===== src/bridge_ram_pkg.sv =====
/*
 * Bridge to word RAM path: shared address, data and state types
 * plus the reserved register window constant
 */

package bridge_ram_pkg;

	// ~~~~~~~~~~~~~~~~~~~~~~~~~~~~~~~~~~~~~~~~~~~~~~~~~~~~~~~~~~~~~~~~~~~~
	// Bridge side, clk_74a domain before synchronization
	// ~~~~~~~~~~~~~~~~~~~~~~~~~~~~~~~~~~~~~~~~~~~~~~~~~~~~~~~~~~~~~~~~~~~~

	// Byte address of one 32-bit bridge access
	typedef logic [31:0] bridge_addr_t;

	// One 32-bit bridge data word
	typedef logic [31:0] bridge_data_t;

	// ~~~~~~~~~~~~~~~~~~~~~~~~~~~~~~~~~~~~~~~~~~~~~~~~~~~~~~~~~~~~~~~~~~~~
	// Word RAM port, clk_sys domain
	// ~~~~~~~~~~~~~~~~~~~~~~~~~~~~~~~~~~~~~~~~~~~~~~~~~~~~~~~~~~~~~~~~~~~~

	// RAM byte address, bit 0 stays zero for half-word accesses
	typedef logic [25:0] word_addr_t;

	// One 16-bit RAM data word
	typedef logic [15:0] word_data_t;

	// Sequencer states
	// seq_write_lo follows the high-half write already on the port
	typedef enum logic [2:0] {
		seq_idle,
		seq_request,
		seq_read_hi,
		seq_read_lo,
		seq_write_lo
	} seq_state_t;

	// Top address byte of the register window, never sent to RAM
	localparam logic [7:0] RESERVED_WINDOW = 8'hF8;

endpackage

===== src/bridge_word_sequencer.sv =====
/*
 * Bridge word sequencer: splits each 32-bit bridge access into two
 * 16-bit RAM accesses at A and A+2, with byte swap for little-endian cores
 */

`timescale 1ns/1ps

module bridge_word_sequencer
	import bridge_ram_pkg::*;
(
	input  logic         clk_sys,
	input  logic         reset_l,
	input  logic         big_endian,

	// Bridge side, already synchronized
	input  bridge_addr_t bridge_addr,
	input  bridge_data_t bridge_wr_data,
	input  logic         bridge_rd_fall,
	input  logic         bridge_wr_fall,
	output bridge_data_t bridge_rd_data,
	output logic         bridge_processing,
	output logic         bridge_completed,

	// Word RAM port
	output logic         word_rd,
	output logic         word_wr,
	output word_addr_t   word_addr,
	output word_data_t   word_data,
	input  word_data_t   word_q,
	input  logic         word_busy
);

	// Swap the two bytes of one half-word
	function automatic word_data_t swap16(input word_data_t w);
		return {w[7:0], w[15:8]};
	endfunction

	seq_state_t   state;
	logic         is_read;
	logic         accept;
	bridge_data_t wr_adjusted;
	bridge_data_t wr_latch;
	word_data_t   q_adjusted;

	// ~~~~~~~~~~~~~~~~~~~~~~~~~~~~~~~~~~~~~~~~~~~~~~~~~~~~~~~~~~~~~~~~~~~~
	// Acceptance and endian handling
	// ~~~~~~~~~~~~~~~~~~~~~~~~~~~~~~~~~~~~~~~~~~~~~~~~~~~~~~~~~~~~~~~~~~~~

	// Register window accesses are left to other logic
	assign accept = (bridge_rd_fall | bridge_wr_fall) &&
		(bridge_addr[31:24] != RESERVED_WINDOW);

	// Little-endian cores see each half-word byte swapped
	assign wr_adjusted = big_endian ? bridge_wr_data :
		{swap16(bridge_wr_data[31:16]), swap16(bridge_wr_data[15:0])};

	assign q_adjusted = big_endian ? word_q : swap16(word_q);

	// Write data held for both halves of the access
	always_ff @(posedge clk_sys) begin
		if (state == seq_idle && accept) begin
			wr_latch <= wr_adjusted;
		end
	end

	// ~~~~~~~~~~~~~~~~~~~~~~~~~~~~~~~~~~~~~~~~~~~~~~~~~~~~~~~~~~~~~~~~~~~~
	// Access state machine
	// ~~~~~~~~~~~~~~~~~~~~~~~~~~~~~~~~~~~~~~~~~~~~~~~~~~~~~~~~~~~~~~~~~~~~

	always_ff @(posedge clk_sys or negedge reset_l) begin
		if (!reset_l) begin
			state             <= seq_idle;
			is_read           <= 1'b0;
			word_rd           <= 1'b0;
			word_wr           <= 1'b0;
			word_addr         <= '0;
			word_data         <= '0;
			bridge_rd_data    <= '0;
			bridge_processing <= 1'b0;
			bridge_completed  <= 1'b0;
		end else begin
			// Strobes and completion are single-cycle pulses
			word_rd          <= 1'b0;
			word_wr          <= 1'b0;
			bridge_completed <= 1'b0;

			case (state)
				seq_idle: begin
					if (word_wr) begin
						// Low write half is on the port this cycle, so the write is done
						bridge_completed  <= 1'b1;
						bridge_processing <= 1'b0;
					end else if (accept) begin
						state             <= seq_request;
						is_read           <= bridge_rd_fall;
						word_addr         <= {bridge_addr[25:1], 1'b0};
						bridge_processing <= 1'b1;
					end
				end

				seq_request: begin
					// High half always goes first, at address A
					if (!word_busy) begin
						if (is_read) begin
							word_rd <= 1'b1;
							state   <= seq_read_hi;
						end else begin
							word_wr   <= 1'b1;
							word_data <= wr_latch[31:16];
							state     <= seq_write_lo;
						end
					end
				end

				seq_read_hi: begin
					if (!word_busy) begin
						bridge_rd_data[31:16] <= q_adjusted;
						word_addr             <= word_addr + 26'd2;
						word_rd               <= 1'b1;
						state                 <= seq_read_lo;
					end
				end

				seq_read_lo: begin
					if (!word_busy) begin
						bridge_rd_data[15:0] <= q_adjusted;
						bridge_completed     <= 1'b1;
						bridge_processing    <= 1'b0;
						state                <= seq_idle;
					end
				end

				seq_write_lo: begin
					// Completion follows from idle once this pulse is out
					if (!word_busy) begin
						word_wr   <= 1'b1;
						word_data <= wr_latch[15:0];
						word_addr <= word_addr + 26'd2;
						state     <= seq_idle;
					end
				end

				default: begin
					state <= seq_idle;
				end
			endcase
		end
	end

endmodule


===== config.mk =====
export PLATFORM = sky130hd
export DESIGN_NAME = bridge_word_sequencer
export DESIGN_NICKNAME = d
export VERILOG_FILES = /design/src/bridge_ram_pkg.sv /design/src/bridge_word_sequencer.sv
export SDC_FILE = /design/constraint.sdc
export NUM_CORES = 1
export LEC_CHECK = 0
export ABC_AREA = 1
export BUFFER_PORTS_ARGS = -buffer_cell sky130_fd_sc_hd__buf_2
export CAP_MARGIN = 10
export CELL_PAD_IN_SITES_DETAIL_PLACEMENT = 1
export CELL_PAD_IN_SITES_GLOBAL_PLACEMENT = 1
export CORE_MARGIN = 2
export CORE_UTILIZATION = 34
export DETAILED_ROUTE_END_ITERATION = 16
export PLACE_DENSITY_LB_ADDON = 0.1
export RECOVER_POWER = 50
export SYNTH_ARGS = -nofsm -noshare
export SYNTH_HDL_FRONTEND = slang
export SYNTH_SLANG_ARGS = --single-unit

===== constraint.sdc =====
create_clock -name clk_sys -period 2.8 [get_ports clk_sys]
set_input_delay 0.56 -clock clk_sys [delete_from_list [all_inputs] [get_ports clk_sys]]
set_output_delay 0.56 -clock clk_sys [all_outputs]
set_load 0.02 [all_outputs]

Word-level counts from Yosys, hierarchy flattened

Index checks and enable logic that the tools add are counted.

Register bits after elaboration: 114
Bits in latches: 0
Memory bits (writable): 0
Bits in read-only memories: 0
Bits of input ports: 86
Word-level logic and storage cells: 75
Memories: 0

Add/sub/neg operators: 1
Multiply operators: 0
Div/mod/pow operators: 0
Order comparisons: 0
Eq/ne operators: 15
Shift operators: 0
Muxes and demuxes: 30
Bitwise gates (word level): 3
Reduce and logical (&&, ||, !) cells: 15

Operator list:

| operator                | count |
|---|---|
| $mux W26                | 3 |
| $mux W16                | 4 |
| $pmux W26 S2            | 1 |
| $mux W32                | 1 |
| $pmux W16 S2            | 1 |
| $add A26 B2 Y26 const B | 1 |
| $mux W3                 | 6 |
| $ne A2 B2 Y1 const B    | 9 |
| $pmux W3 S4             | 1 |
| $mux W1                 | 9 |
| $ne A8 B8 Y1 const B    | 1 |
| $pmux W1 S2             | 4 |
| $reduce_and A4 Y1       | 2 |
| $eq A3 B2 Y1 const B    | 2 |
| $reduce_and A3 Y1       | 2 |
| $reduce_bool A2 Y1      | 3 |
| $reduce_and A5 Y1       | 1 |
| $reduce_and A2 Y1       | 2 |
| $reduce_or A2 Y1        | 2 |
| $eq A3 B1 Y1 const B    | 1 |
| $eq A3 B3 Y1 const B    | 1 |
| $logic_not A3 Y1        | 1 |
| $ne A3 B3 Y1 const B    | 1 |
| $logic_and A1 B1 Y1     | 2 |
| other kinds (2)         | 3 |

Longest topological paths before layout

Gate-level depths: netlist of run 1.

Depth after elaboration: 5
Gate-level depth with buffers: 11
Gate-level depth less buffers: 11

Worst setup path before layout of run 1

No wires, ideal clock.

Path type: flip-flop to flip-flop
Start point: reg state[0]
End point: reg wr_latch[0] (enable)
Setup time: 0.423 ns
Data arrival time: 2.274 ns
Data required time: 2.377 ns
Setup slack: 0.103 ns
Cell stages (with the launch flop): 6
Cells stage by stage: dfrtp_1 nor2_2 inv_1 nor2_1 inv_1 nor2_1

Cells in the longest elaborated chain, start to end: 2

RTL lines:

| element                | line                         | RTL |
|---|---|---|
| from (decl)            | bridge_word_sequencer.sv:38  | `seq_state_t state;` |
| from (signal assigned) | bridge_word_sequencer.sv:72  | `state <= seq_idle;` |
| from (signal assigned) | bridge_word_sequencer.sv:94  | `state <= seq_request;` |
| from (signal assigned) | bridge_word_sequencer.sv:106 | `state <= seq_read_hi;` |
| $logic_not A3 Y1       | bridge_word_sequencer.sv:61  | `if (state == seq_idle && accept) begin` |
| $logic_and A1 B1 Y1    | bridge_word_sequencer.sv:61  |  |
| to (signal assigned)   | bridge_word_sequencer.sv:62  | `wr_latch <= wr_adjusted;` |
| to (decl)              | bridge_word_sequencer.sv:42  | `bridge_data_t wr_latch;` |

Every way passes these cells.
A chain may end at the register's enable or synchronous reset.

Worst setup path after layout of run 1

Start point: reg state[1]
End point: reg word_addr[1]

Cells in the longest elaborated chain, start to end: 4
Elaborated cells between the ends (all ways): 10
Those cells by class: eq/ne: 5; mux: 1; reduce/logical: 4

RTL lines:

| element                                                             | line                         | RTL |
|---|---|---|
| $eq A3 B3 Y1 / $eq A3 B2 Y1 (equally long branches)                 | bridge_word_sequencer.sv:87  | `case (state)` |
| $reduce_or A2 Y1 (no line)                                          | -                            |  |
| $ne A2 B2 Y1 (no line) / $reduce_bool A2 Y1 (equally long branches) | -                            |  |
| $reduce_and A4 Y1 (no line)                                         | -                            |  |
| to (signal assigned)                                                | bridge_word_sequencer.sv:96  | `word_addr <= {bridge_addr[25:1], 1'b0};` |
| to (signal assigned)                                                | bridge_word_sequencer.sv:118 | `word_addr <= word_addr + 26'd2;` |
| to (signal assigned)                                                | bridge_word_sequencer.sv:138 | `word_addr <= word_addr + 26'd2;` |
| to (decl)                                                           | bridge_word_sequencer.sv:27  | `output word_addr_t word_addr,` |

Several ways; a longest one is shown, not always the timed one.

==> impl_metrics.prom, run 1 <==
# TYPE chip_impl_metric gauge
chip_impl_info{name="kind_of_start_point_of_the_critical_path",value="flip-flop"} 1
chip_impl_metric{name="core_area",unit="um2"} 16500
chip_impl_metric{name="setup_tns",unit="ns"} 0
chip_impl_metric{name="worst-path-max-fanout",unit=""} 22
chip_impl_metric{name="post_synth.cell_area_avg",unit="um2"} 7.81
chip_impl_info{name="cts_tree",value="yes"} 1
chip_impl_info{name="critical_path.endpoint_type",value="flip-flop"} 1
chip_impl_metric{name="p_seq_frac",unit=""} 0.352
chip_impl_info{name="cts.root.buffer_cell",value="clkbuf_16"} 1
chip_impl_metric{name="postCtsHoldBufs",unit=""} 0
chip_impl_metric{name="finalInstanceArea",unit="um2"} 7300
chip_impl_metric{name="postPlaceCellArea",unit="um2"} 6760
chip_impl_metric{name="remaining_routing_drc_violations",unit=""} 0
chip_impl_metric{name="post_cts.resized_instances",unit=""} 0
chip_impl_metric{name="power_report.internal_total",unit="mW"} 4.94
chip_impl_metric{name="combinationalPowerShare",unit=""} 0.395
chip_impl_metric{name="grt_pass1_wl",unit="mm"} 26.3
chip_impl_metric{name="initial_core_util",unit=""} 0.348
chip_impl_metric{name="routed-via-count",unit=""} 5285
chip_impl_metric{name="total_leakage_power",unit="nW"} 3.54
chip_impl_info{name="yosys.area.top_type",value="dfrtp_1"} 1
chip_impl_metric{name="max-cap-violations",unit=""} 0
chip_impl_metric{name="cts.repair_timing.setup_buffer_count",unit=""} 0
chip_impl_info{name="synth_ff_type",value="dfrtp_1"} 1
chip_impl_metric{name="routed_wirelength",unit="mm"} 16.3
chip_impl_metric{name="worst_hold_slack",unit="ns"} 0.365
chip_impl_metric{name="ios",unit=""} 164
chip_impl_metric{name="max_slew_violation_total_from_the_final_report",unit=""} 0
chip_impl_metric{name="detailedRoute.firstIterationViolations",unit=""} 169
chip_impl_metric{name="final.setup.worst_slack",unit="ns"} 0.651
chip_impl_metric{name="rows",unit=""} 47
chip_impl_metric{name="synthDominantCellAreaShare",unit=""} 0.353
chip_impl_info{name="netlist_top_cells_area",value="dfrtp_1 35%, nand2_1 18%, edfxtp_1 17%"} 1
chip_impl_metric{name="clock_insertion_delay_worst_skew",unit="ns"} 0.41
chip_impl_metric{name="cts.sinks",unit=""} 113
chip_impl_metric{name="grt_remaining_overflow",unit=""} 0
chip_impl_metric{name="maximum_level_of_the_cts_h_tree",unit=""} 4
chip_impl_metric{name="netlist_instances",unit=""} 735
chip_impl_metric{name="worst_path_largest_cell_delay",unit="ns"} 0.44
chip_impl_metric{name="max-slew-margin-rel",unit=""} 0.192
chip_impl_info{name="worstPathCellList",value="nor2_1 -> nand2_1 -> buf_4 -> nand2_2 -> inv_1 -> nand2_1 -> o21ai_0 -> nand2_1 -> o21ai_0"} 1
chip_impl_metric{name="postSynth.asyncResetShare",unit=""} 0.717
chip_impl_metric{name="power_frac_clock",unit=""} 0.253
chip_impl_metric{name="timing_hold_violations_final",unit=""} 0
chip_impl_metric{name="swShare",unit=""} 0.424
chip_impl_metric{name="track_usage",unit=""} 0.187
chip_impl_metric{name="ys_seq_area_frac",unit=""} 0.520
chip_impl_metric{name="die_w",unit="um"} 134
chip_impl_metric{name="maximum_number_of_pins_on_one_net_before_global_route_repair",unit=""} 67
chip_impl_metric{name="layout-drive-gt1-share",unit=""} 0.209
chip_impl_metric{name="wl_per_cell",unit="um"} 14.5
chip_impl_metric{name="max_slew.worst_pin.slew",unit="ns"} 1.21
chip_impl_metric{name="fmax_achieved",unit="GHz"} 0.465
chip_impl_metric{name="crit_required",unit="ns"} 3.08
chip_impl_metric{name="clk_pin_slew_worst_paths",unit="ns"} 0.06
chip_impl_metric{name="mappedNetlistArea",unit="um2"} 5740
chip_impl_metric{name="design.final.nets",unit=""} 979
chip_impl_info{name="cp_common_cell",value="nand2_1"} 1
chip_impl_metric{name="ant_nets",unit=""} 0
chip_impl_metric{name="final.setup_skew",unit="ns"} 0.00576
chip_impl_info{name="criticalPathCategory",value="reg2reg"} 1
chip_impl_metric{name="setup_slack_after_placement",unit="ns"} 0.602
chip_impl_metric{name="firstDrtPassIters",unit=""} 4
chip_impl_metric{name="die_outline_area",unit="um2"} 17900
chip_impl_metric{name="number_of_global_route_vias_before_repair",unit=""} 5400
chip_impl_metric{name="ir_drop",unit="mV"} 0.455
chip_impl_metric{name="cp_num_buf_inv",unit=""} 2
chip_impl_metric{name="syn-num-nets",unit=""} 822
chip_impl_metric{name="edff_count_synth",unit=""} 32
chip_impl_metric{name="timing.final.crit_share",unit=""} 0.768
chip_impl_metric{name="ys_seq_elements",unit=""} 113
chip_impl_metric{name="antenna_found_initial",unit=""} 1
chip_impl_info{name="critPathTopFamily",value="simple AND/OR/NAND/NOR gates"} 1
chip_impl_metric{name="syn2layout_area_growth",unit="%"} 27.2
chip_impl_metric{name="power.density_cell_area",unit="nW/um2"} 1180
chip_impl_metric{name="report.final.setup_viol",unit=""} 0
chip_impl_info{name="run_status",value="finished clean"} 1
chip_impl_info{name="hold_class",value="in2async"} 1
chip_impl_metric{name="gp_congestion",unit=""} 0.788
chip_impl_metric{name="cts-root-to-sink-buffers",unit=""} 2
chip_impl_metric{name="cts-buffers-inserted",unit=""} 17
chip_impl_metric{name="avgViaCountPerCell",unit=""} 4.69
chip_impl_metric{name="synth_cell_types",unit=""} 28
chip_impl_metric{name="ys.warnings.count",unit=""} 0
chip_impl_metric{name="overall_die_height",unit="um"} 134
chip_impl_info{name="crit_slowest_cell",value="dfrtp_1"} 1
chip_impl_metric{name="finalCriticalPeriod",unit="ns"} 2.15
chip_impl_metric{name="place_hpwl",unit="mm"} 11.8
chip_impl_metric{name="critical_path_arrival",unit="ns"} 2.43
chip_impl_info{name="rsz0062_at_grt",value="no"} 1
chip_impl_metric{name="p_switching",unit="mW"} 3.65
chip_impl_metric{name="place.port_buffers",unit=""} 161
cell type report:
| type | count | area [um2] |
|---|---|---|
| sequential | 113 | 2990 |
| clock inverter | 10 | 97.6 |
| fill | 2110 | 9220 |
| inverter | 62 | 233 |
| clock buffer | 22 | 507 |
| tap | 220 | 275 |
| timing repair buffer | 170 | 840 |
| multi-input combinational | 528 | 2360 |
| antenna | 1 | 2.50 |
layer usage:
layer / global-route usage / vias up / part of all wire
met5: 0 / - / 0
met4: 0.0532 / 0 / 0.010
met3: 0.0416 / 16 / 0.038
met2: 0.348 / 92 / 0.54
met1: 0.214 / 2520 / 0.42
li1: - / 2657 / -
Yosys cell counts (3+ instances only):
library cell / n
nand2_1: 270
nor2_1: 99
dfrtp_1: 81
inv_1: 62
o21ai_0: 36
edfxtp_1: 32
nand3_1: 31
a21oi_1: 27
a31oi_1: 18
mux2_2: 16
buf_2: 13
clkbuf_1: 10
o21ai_1: 9
buf_4: 8
o21bai_1: 4
nand4_1: 3
cell usage in the layout, fill, tap and decap left out, drive strengths merged:
| cell | instances |
|---|---|
| dfrtp | 81 |
| bufinv | 1 |
| nand3b | 2 |
| edfxtp | 32 |
| clkinv | 5 |
| clkinvlp | 3 |
| clkbuf | 59 |
| nand3 | 32 |
| or2 | 2 |
| conb | 1 |
| diode | 1 |
| inv | 63 |
| a21oi | 27 |
| ha | 1 |
| a31oi | 18 |
| mux2 | 16 |
| xor2 | 1 |
| o21ai | 46 |
| nor2 | 101 |
| nand4 | 3 |
| and2 | 1 |
| nor3 | 2 |
| o21bai | 4 |
| buf | 133 |
| nand2 | 271 |
cells by family (layout without fill, tap and decap cells):
| group | after synthesis | after routing | share of synthesized area |
|---|---|---|---|
| XOR/XNOR | 1 | 1 | 0.00153 |
| AO/OA/AOI/OAI | 95 | 95 | 0.0904 |
| flip-flops | 113 | 113 | 0.520 |
| multiplexers | 16 | 16 | 0.0314 |
| adder cells (fa/ha/maj) | 1 | 1 | 0.00218 |
| other | 1 | 2 | 0.000653 |
| buffers and inverters | 94 | 264 | 0.0695 |
| AND/OR/NAND/NOR | 414 | 414 | 0.284 |
sequential cells by signal, indices dropped and copies added, names as in the netlist:
name               cells
word_wr                1
bridge_rd_data        32
word_data             16
state                  3
bridge_processing      1
wr_latch              32
is_read                1
word_addr             25
word_rd                1
bridge_completed       1
path summary, 6_finish.rpt:
path	start	end	slack, ns	cells after the start
setup / recovery	state[1]$_DFFE_PN0P_	word_addr[1]$_DFFE_PN0P_	0.65	9
hold / removal	reset_l	word_addr[4]$_DFFE_PN0P_	0.36	1
setup reg to reg	state[1]$_DFFE_PN0P_	word_addr[1]$_DFFE_PN0P_	0.65	9
hold reg to reg	bridge_rd_data[2]$_DFFE_PN0P_	bridge_rd_data[2]$_DFFE_PN0P_	0.48	2
max in group asynchronous	reset_l	bridge_rd_data[17]$_DFFE_PN0N_	0.75	2
min in group clk_sys	bridge_rd_fall	is_read$_DFFE_PN0P_	0.42	3
power by group through the flow:
stage,Clock [mW],Sequential [mW],Combinational (mW)
floorplan,0,3.58,1.76
global placement,0,3.01,3.39
detailed placement,0,3.05,3.53
CTS,2.21,3.03,3.54
global route,2.29,3.13,3.81
finish,2.17,3.02,3.40
per-stage QoR:
step | util | power (mW) | cells
CTS | 0.446 | 8.78 | 1125
finish | 0.442 | 8.59 | 1126
global route | 0.442 | 9.23 | 1126
detailed placement | 0.409 | 6.57 | 1093
global placement | 0.409 | 6.40 | 1093
floorplan | - | 5.34 | 735
No activity file was read; power rests on OpenSTA's default activity.
==> run 2, diff against run 1 <==
clock period = 1.8 ns   (was 2.8 ns; I/O delays follow)
==> impl_metrics.prom, run 2 (synthesis results as in run 1) <==
# TYPE chip_impl_metric gauge
chip_impl_info{name="run_status",value="finished clean"} 1
chip_impl_metric{name="post-route-util",unit=""} 0.455
chip_impl_info{name="critPathTopFamily",value="flip-flops"} 1
chip_impl_metric{name="clock_insertion_delay_worst_skew",unit="ns"} 0.42
chip_impl_metric{name="place.port_buffers",unit=""} 161
chip_impl_metric{name="p_seq_frac",unit=""} 0.343
chip_impl_metric{name="core_area",unit="um2"} 16500
chip_impl_metric{name="gp_congestion",unit=""} 0.842
chip_impl_metric{name="die_outline_area",unit="um2"} 17900
chip_impl_info{name="largest_registers",value="bridge_rd_data x32, wr_latch x32, word_addr x25"} 1
chip_impl_info{name="kind_of_start_point_of_the_critical_path",value="flip-flop"} 1
chip_impl_metric{name="report.final.setup_viol",unit=""} 0
chip_impl_metric{name="final-instance-count-excl-fill",unit=""} 1140
chip_impl_metric{name="firstDrtPassIters",unit=""} 4
chip_impl_metric{name="combinationalPowerShare",unit=""} 0.411
chip_impl_metric{name="timing_hold_violations_final",unit=""} 0
chip_impl_metric{name="antenna_found_initial",unit=""} 0
chip_impl_metric{name="remaining_routing_drc_violations",unit=""} 0
chip_impl_metric{name="worst_path_largest_cell_delay",unit="ns"} 0.46
chip_impl_metric{name="cts.sinks",unit=""} 113
chip_impl_metric{name="overall_die_height",unit="um"} 134
chip_impl_metric{name="wl_per_cell",unit="um"} 14.8
chip_impl_metric{name="ant_nets",unit=""} 0
chip_impl_info{name="layout_common_cells",value="269 x nand2_1, 137 x buf_2, 91 x nor2_1"} 1
chip_impl_metric{name="routed_wirelength",unit="mm"} 16.9
chip_impl_info{name="worstPathCellList",value="nor2_2 -> nand2_1 -> buf_4 -> o21ai_4 -> buf_12 -> nor2_1 -> a31oi_1"} 1
chip_impl_metric{name="maximum_number_of_pins_on_one_net_before_global_route_repair",unit=""} 97
chip_impl_metric{name="die_w",unit="um"} 134
chip_impl_metric{name="grt_remaining_overflow",unit=""} 0
chip_impl_metric{name="cp_num_buf_inv",unit=""} 2
chip_impl_metric{name="total_leakage_power",unit="nW"} 3.66
chip_impl_metric{name="syn2layout_area_growth",unit="%"} 30.8
chip_impl_metric{name="grt_pass1_wl",unit="mm"} 27.3
chip_impl_metric{name="fillCellCount",unit=""} 2070
chip_impl_metric{name="initial_core_util",unit=""} 0.348
chip_impl_metric{name="clk_pin_slew_worst_paths",unit="ns"} 0.05
chip_impl_metric{name="power_frac_clock",unit=""} 0.246
chip_impl_info{name="crit_slowest_cell",value="dfrtp_1"} 1
chip_impl_metric{name="max-cap-violations",unit=""} 0
chip_impl_metric{name="antenna_cells_inserted",unit=""} 0
chip_impl_metric{name="timing.final.crit_share",unit=""} 0.915
chip_impl_metric{name="critical_path_arrival",unit="ns"} 1.97
chip_impl_metric{name="finalCriticalPeriod",unit="ns"} 1.65
chip_impl_metric{name="number_of_global_route_vias_before_repair",unit=""} 5659
chip_impl_metric{name="final.setup_skew",unit="ns"} 0.0112
chip_impl_metric{name="fmax_achieved",unit="GHz"} 0.607
chip_impl_info{name="cts.root.buffer_cell",value="clkbuf_16"} 1
chip_impl_metric{name="ir_drop",unit="mV"} 0.722
chip_impl_metric{name="crit_required",unit="ns"} 2.13
chip_impl_metric{name="worst-path-max-fanout",unit=""} 33
chip_impl_metric{name="track_usage",unit=""} 0.195
chip_impl_metric{name="max_slew_violation_total_from_the_final_report",unit=""} 0
chip_impl_metric{name="maximum_level_of_the_cts_h_tree",unit=""} 4
chip_impl_info{name="critical_path.endpoint_type",value="flip-flop"} 1
chip_impl_info{name="criticalPathCategory",value="reg2reg"} 1
chip_impl_metric{name="rows",unit=""} 47
chip_impl_metric{name="p_switching",unit="mW"} 5.79
chip_impl_metric{name="regArea",unit="um2"} 2990
chip_impl_info{name="mostFrequentLayoutCell",value="nand2_1"} 1
chip_impl_metric{name="max-slew-margin-rel",unit=""} 0.433
chip_impl_metric{name="ios",unit=""} 164
chip_impl_metric{name="power_report.internal_total",unit="mW"} 7.98
chip_impl_info{name="hold_class",value="in2reg"} 1
chip_impl_metric{name="avgViaCountPerCell",unit=""} 4.74
chip_impl_metric{name="cts-root-to-sink-buffers",unit=""} 2
chip_impl_metric{name="design.final.nets",unit=""} 994
chip_impl_metric{name="max_slew.worst_pin.slew",unit="ns"} 0.851
chip_impl_info{name="cts_tree",value="yes"} 1
chip_impl_metric{name="detailedRoute.firstIterationViolations",unit=""} 189
chip_impl_metric{name="total_power",unit="mW"} 13.8
chip_impl_metric{name="routed-via-count",unit=""} 5402
chip_impl_metric{name="place_hpwl",unit="mm"} 12.3
chip_impl_metric{name="power.density_cell_area",unit="nW/um2"} 1830
chip_impl_metric{name="multiInputGateArea",unit="um2"} 2390
chip_impl_metric{name="cts-buffers-inserted",unit=""} 17
chip_impl_metric{name="placedCellCount",unit=""} 1104
chip_impl_metric{name="layout-drive-gt1-share",unit=""} 0.243
chip_impl_metric{name="swShare",unit=""} 0.421
==> run 2: changes by cell type in the layout (fill, tap and decap cells not counted), sizes merged <==
cell,change
clkinvlp,+1
buf,+24
bufinv,+1
clkbuf,-11
dlygate4sd3,+1
clkinv,-1
diode,-1
==> run 2: final cells by class <==
type	count	share of cell area
clock inverters	11	0.0172
multi-input cells	528	0.319
well taps	220	0.0366
flip-flops and latches	113	0.398
inverters	62	0.0315
clock buffers	21	0.0626
repair buffers	185	0.136
==> run 2: repair_timing <==
action | CTS | global route
endpoints found under the hold margin | 16 | 0
setup endpoints to repair | 3 | 19
hold buffers | 1 | 0
buffers inserted | 0 | 3
gates resized for setup | 0 | 11
==> run 2: worst reg2reg max path, stage by stage (launching register included) <==
cell and delay [ns]:
dfrtp_1 0.46, nor2_2 0.16, nand2_1 0.12, buf_4 0.23
o21ai_4 0.17, buf_12 0.19, nor2_1 0.07, a31oi_1 0.16
==> run 2: metal layers <==
layer  vias to the layer above  track usage  wire length [um]
met3                        21       0.0488               730
met1                      2591        0.213              6790
met5                         -            0                 0
li1                       2682            -                 -
met4                         0       0.0656               331
met2                       108        0.366              9020
==> run 2: final timing paths <==
path / cells after the start / end / slack, ns / from
max: 7 / word_data[13]$_DFFE_PN0P_ / 0.15 / state[1]$_DFFE_PN0P_
min reg2reg: 2 / bridge_rd_data[12]$_DFFE_PN0P_ / 0.47 / bridge_rd_data[12]$_DFFE_PN0P_
max reg2reg: 7 / word_data[13]$_DFFE_PN0P_ / 0.15 / state[1]$_DFFE_PN0P_
min in group asynchronous: 2 / word_data[14]$_DFFE_PN0P_ / 0.44 / reset_l
min: 3 / is_read$_DFFE_PN0P_ / 0.21 / bridge_rd_fall
max in group asynchronous: 3 / bridge_completed$_DFF_PN0_ / 0.27 / reset_l
==> run 2: through the flow <==
step,TNS [ns],hold WS (ns),setup WS (ns),cell area (um2)
floorplan,0,0.0644,0.0668,5750
global placement,0,0.269,0.0590,6900
detailed placement,-0.0115,0.274,-0.00668,6900
CTS,-0.0523,0.195,-0.0251,7500
global route,-0.513,0.202,-0.0258,7510
finish,0,0.214,0.152,7510
==> run 2: power groups by stage <==
| stage | Combinational [mW] | Sequential (mW) | Clock, mW |
|---|---|---|---|
| 2_1_floorplan | 2.75 | 5.56 | 0 |
| 3_3_place_gp | 5.49 | 4.69 | 0 |
| 3_5_place_dp | 5.69 | 4.75 | 0 |
| 4_1_cts | 5.72 | 4.73 | 3.47 |
| 5_1_grt | 6.36 | 4.89 | 3.57 |
| 6_report | 5.67 | 4.72 | 3.39 |
==> run 3, diff against run 2 <==
RECOVER_POWER = 100   (was 50)
==> impl_metrics.prom, run 3 (synthesis results as in run 1) <==
# TYPE chip_impl_metric gauge
chip_impl_info{name="run_status",value="finished clean"} 1
chip_impl_metric{name="fillCellCount",unit=""} 2076
chip_impl_metric{name="cts.sinks",unit=""} 113
chip_impl_metric{name="fmax_achieved",unit="GHz"} 0.607
chip_impl_metric{name="max_slew_violation_total_from_the_final_report",unit=""} 0
chip_impl_metric{name="rows",unit=""} 47
chip_impl_metric{name="core_area",unit="um2"} 16500
chip_impl_metric{name="syn2layout_area_growth",unit="%"} 30.0
chip_impl_metric{name="place.port_buffers",unit=""} 161
chip_impl_metric{name="maximum_number_of_pins_on_one_net_before_global_route_repair",unit=""} 97
chip_impl_metric{name="cts-buffers-inserted",unit=""} 17
chip_impl_info{name="mostFrequentLayoutCell",value="nand2_1"} 1
chip_impl_info{name="critical_path.endpoint_type",value="flip-flop"} 1
chip_impl_info{name="criticalPathCategory",value="reg2reg"} 1
chip_impl_metric{name="setup_slack_after_placement",unit="ns"} -0.00668
chip_impl_info{name="largest_registers",value="bridge_rd_data x32, wr_latch x32, word_addr x25"} 1
chip_impl_info{name="holdCritStartpoint",value="bridge_rd_fall"} 1
chip_impl_metric{name="gp_congestion",unit=""} 0.842
chip_impl_metric{name="final.setup.worst_slack",unit="ns"} 0.152
chip_impl_metric{name="routed-via-count",unit=""} 5390
chip_impl_metric{name="track_usage",unit=""} 0.195
chip_impl_info{name="crit_slowest_cell",value="dfrtp_1"} 1
chip_impl_info{name="worstPathCellList",value="nor2_2 -> nand2_1 -> nand2_4 -> clkinvlp_4 -> buf_12 -> nand2_1 -> nand2_1 -> nand2_1 -> nand2_1"} 1
chip_impl_metric{name="layout-drive-gt1-share",unit=""} 0.204
chip_impl_metric{name="avgViaCountPerCell",unit=""} 4.73
chip_impl_metric{name="grt_remaining_overflow",unit=""} 0
chip_impl_metric{name="worst_hold_slack",unit="ns"} 0.215
chip_impl_metric{name="worst-path-max-fanout",unit=""} 10
chip_impl_metric{name="clk_pin_slew_worst_paths",unit="ns"} 0.06
chip_impl_metric{name="overall_die_height",unit="um"} 134
chip_impl_metric{name="die_w",unit="um"} 134
chip_impl_info{name="cts.root.buffer_cell",value="clkbuf_16"} 1
chip_impl_metric{name="maximum_level_of_the_cts_h_tree",unit=""} 4
chip_impl_metric{name="routed_wirelength",unit="mm"} 16.9
chip_impl_metric{name="place_hpwl",unit="mm"} 12.3
chip_impl_metric{name="power.density_cell_area",unit="nW/um2"} 1830
chip_impl_metric{name="worst_path_largest_cell_delay",unit="ns"} 0.43
chip_impl_metric{name="initial_core_util",unit=""} 0.348
chip_impl_metric{name="finalCriticalPeriod",unit="ns"} 1.65
chip_impl_metric{name="regArea",unit="um2"} 2990
chip_impl_metric{name="cts-root-to-sink-buffers",unit=""} 2
chip_impl_metric{name="wl_per_cell",unit="um"} 14.8
chip_impl_metric{name="number_of_global_route_vias_before_repair",unit=""} 5659
chip_impl_metric{name="total_leakage_power",unit="nW"} 3.56
chip_impl_metric{name="max_slew.worst_pin.slew",unit="ns"} 0.855
chip_impl_info{name="critical_path.reg2reg.startpoint",value="state[0]$_DFFE_PN0P_"} 1
chip_impl_metric{name="clock_insertion_delay_worst_skew",unit="ns"} 0.41
chip_impl_metric{name="remaining_routing_drc_violations",unit=""} 0
chip_impl_info{name="layout_common_cells",value="269 x nand2_1, 101 x buf_2, 91 x nor2_1"} 1
chip_impl_metric{name="report.final.setup_viol",unit=""} 0
chip_impl_metric{name="max-cap-violations",unit=""} 0
chip_impl_metric{name="setup_tns",unit="ns"} 0
chip_impl_metric{name="timing_hold_violations_final",unit=""} 0
chip_impl_metric{name="timing.final.crit_share",unit=""} 0.916
chip_impl_metric{name="ant_nets",unit=""} 0
chip_impl_metric{name="critical_path_arrival",unit="ns"} 1.95
chip_impl_metric{name="multiInputGateArea",unit="um2"} 2390
chip_impl_metric{name="ir_drop",unit="mV"} 0.718
chip_impl_metric{name="firstDrtPassIters",unit=""} 7
chip_impl_metric{name="max-slew-margin-rel",unit=""} 0.430
chip_impl_metric{name="die_outline_area",unit="um2"} 17900
chip_impl_metric{name="cp_num_buf_inv",unit=""} 2
chip_impl_metric{name="design.final.nets",unit=""} 994
chip_impl_info{name="cp_common_cell",value="nand2_1"} 1
chip_impl_info{name="hold_class",value="in2reg"} 1
chip_impl_info{name="critPathTopFamily",value="simple AND/OR/NAND/NOR gates"} 1
chip_impl_metric{name="final.setup_skew",unit="ns"} 0.0109
chip_impl_metric{name="detailedRoute.firstIterationViolations",unit=""} 189
chip_impl_info{name="kind_of_start_point_of_the_critical_path",value="flip-flop"} 1
chip_impl_metric{name="antenna_found_initial",unit=""} 0
chip_impl_info{name="cts_tree",value="yes"} 1
chip_impl_metric{name="crit_required",unit="ns"} 2.11
chip_impl_info{name="cp-startpoint",value="state[0]$_DFFE_PN0P_"} 1
chip_impl_metric{name="ios",unit=""} 164
chip_impl_metric{name="antenna_cells_inserted",unit=""} 0
chip_impl_metric{name="grt_pass1_wl",unit="mm"} 27.3
## run 3: final timing paths
kind                       slack (ns)  depth (start not counted)                              to
hold reg to reg                  0.47                          2  bridge_rd_data[12]$_DFFE_PN0P_
min in group asynchronous        0.44                          2        word_data[9]$_DFFE_PN0P_
setup reg to reg                 0.15                          9       word_addr[11]$_DFFE_PN0P_
hold / removal                   0.21                          3             is_read$_DFFE_PN0P_
max in group asynchronous        0.25                          3      bridge_completed$_DFF_PN0_
setup / recovery                 0.15                          9       word_addr[11]$_DFFE_PN0P_
## run 3: worst register-to-register path: cells and delay by family, from the launching register on
family | cells | cell delay (ns)
buffers and inverters | 2 | 0.42
DFF | 1 | 0.43
and+or+nand+nor | 7 | 0.70
## run 3: stage by stage
| step | instance area, um2 | cells | total power [mW] | utilization |
|---|---|---|---|---|
| after floorplan | 5750 | 735 | 8.31 | - |
| after global placement | 6900 | 1104 | 10.2 | 0.417 |
| after detailed placement | 6900 | 1104 | 10.4 | 0.417 |
| after CTS | 7500 | 1137 | 13.9 | 0.454 |
| after global routing | 7470 | 1140 | 14.7 | 0.452 |
| final | 7470 | 1140 | 13.7 | 0.452 |
## run 3: what timing repair did
item / CTS / global route
endpoints found under the hold margin: 16 / 0
setup endpoints to repair: 3 / 19
cloned: 0 / 0
gates resized for setup: 0 / 11
hold buffers: 1 / 0
setup buffers: 0 / 3
## run 3: layout make-up
type / count / share of cell area
Sequential cell: 113 / 0.400
Multi-Input combinational cell: 528 / 0.321
Timing Repair Buffer: 185 / 0.131
Clock buffer: 21 / 0.0630
Tap cell: 220 / 0.0369
Inverter: 62 / 0.0317
Clock inverter: 11 / 0.0173
## run 3: per-layer routing
metal  wire, um  GRT usage  part of all wire  vias up
met3        683     0.0488             0.041       18
li1           -          -                 -     2678
met4        273     0.0656             0.016        0
met1       6850      0.213              0.41     2595
met2       9060      0.366              0.54       99
met5          0          0                 0        -
## run 3: power breakdown
group | internal (mW) | switching [mW] | leakage [nW]
clock | 2.15 | 1.24 | 0.286
combinational | 1.85 | 3.72 | 1.98
sequential | 3.88 | 0.852 | 1.29
total | 7.88 | 5.81 | 3.56
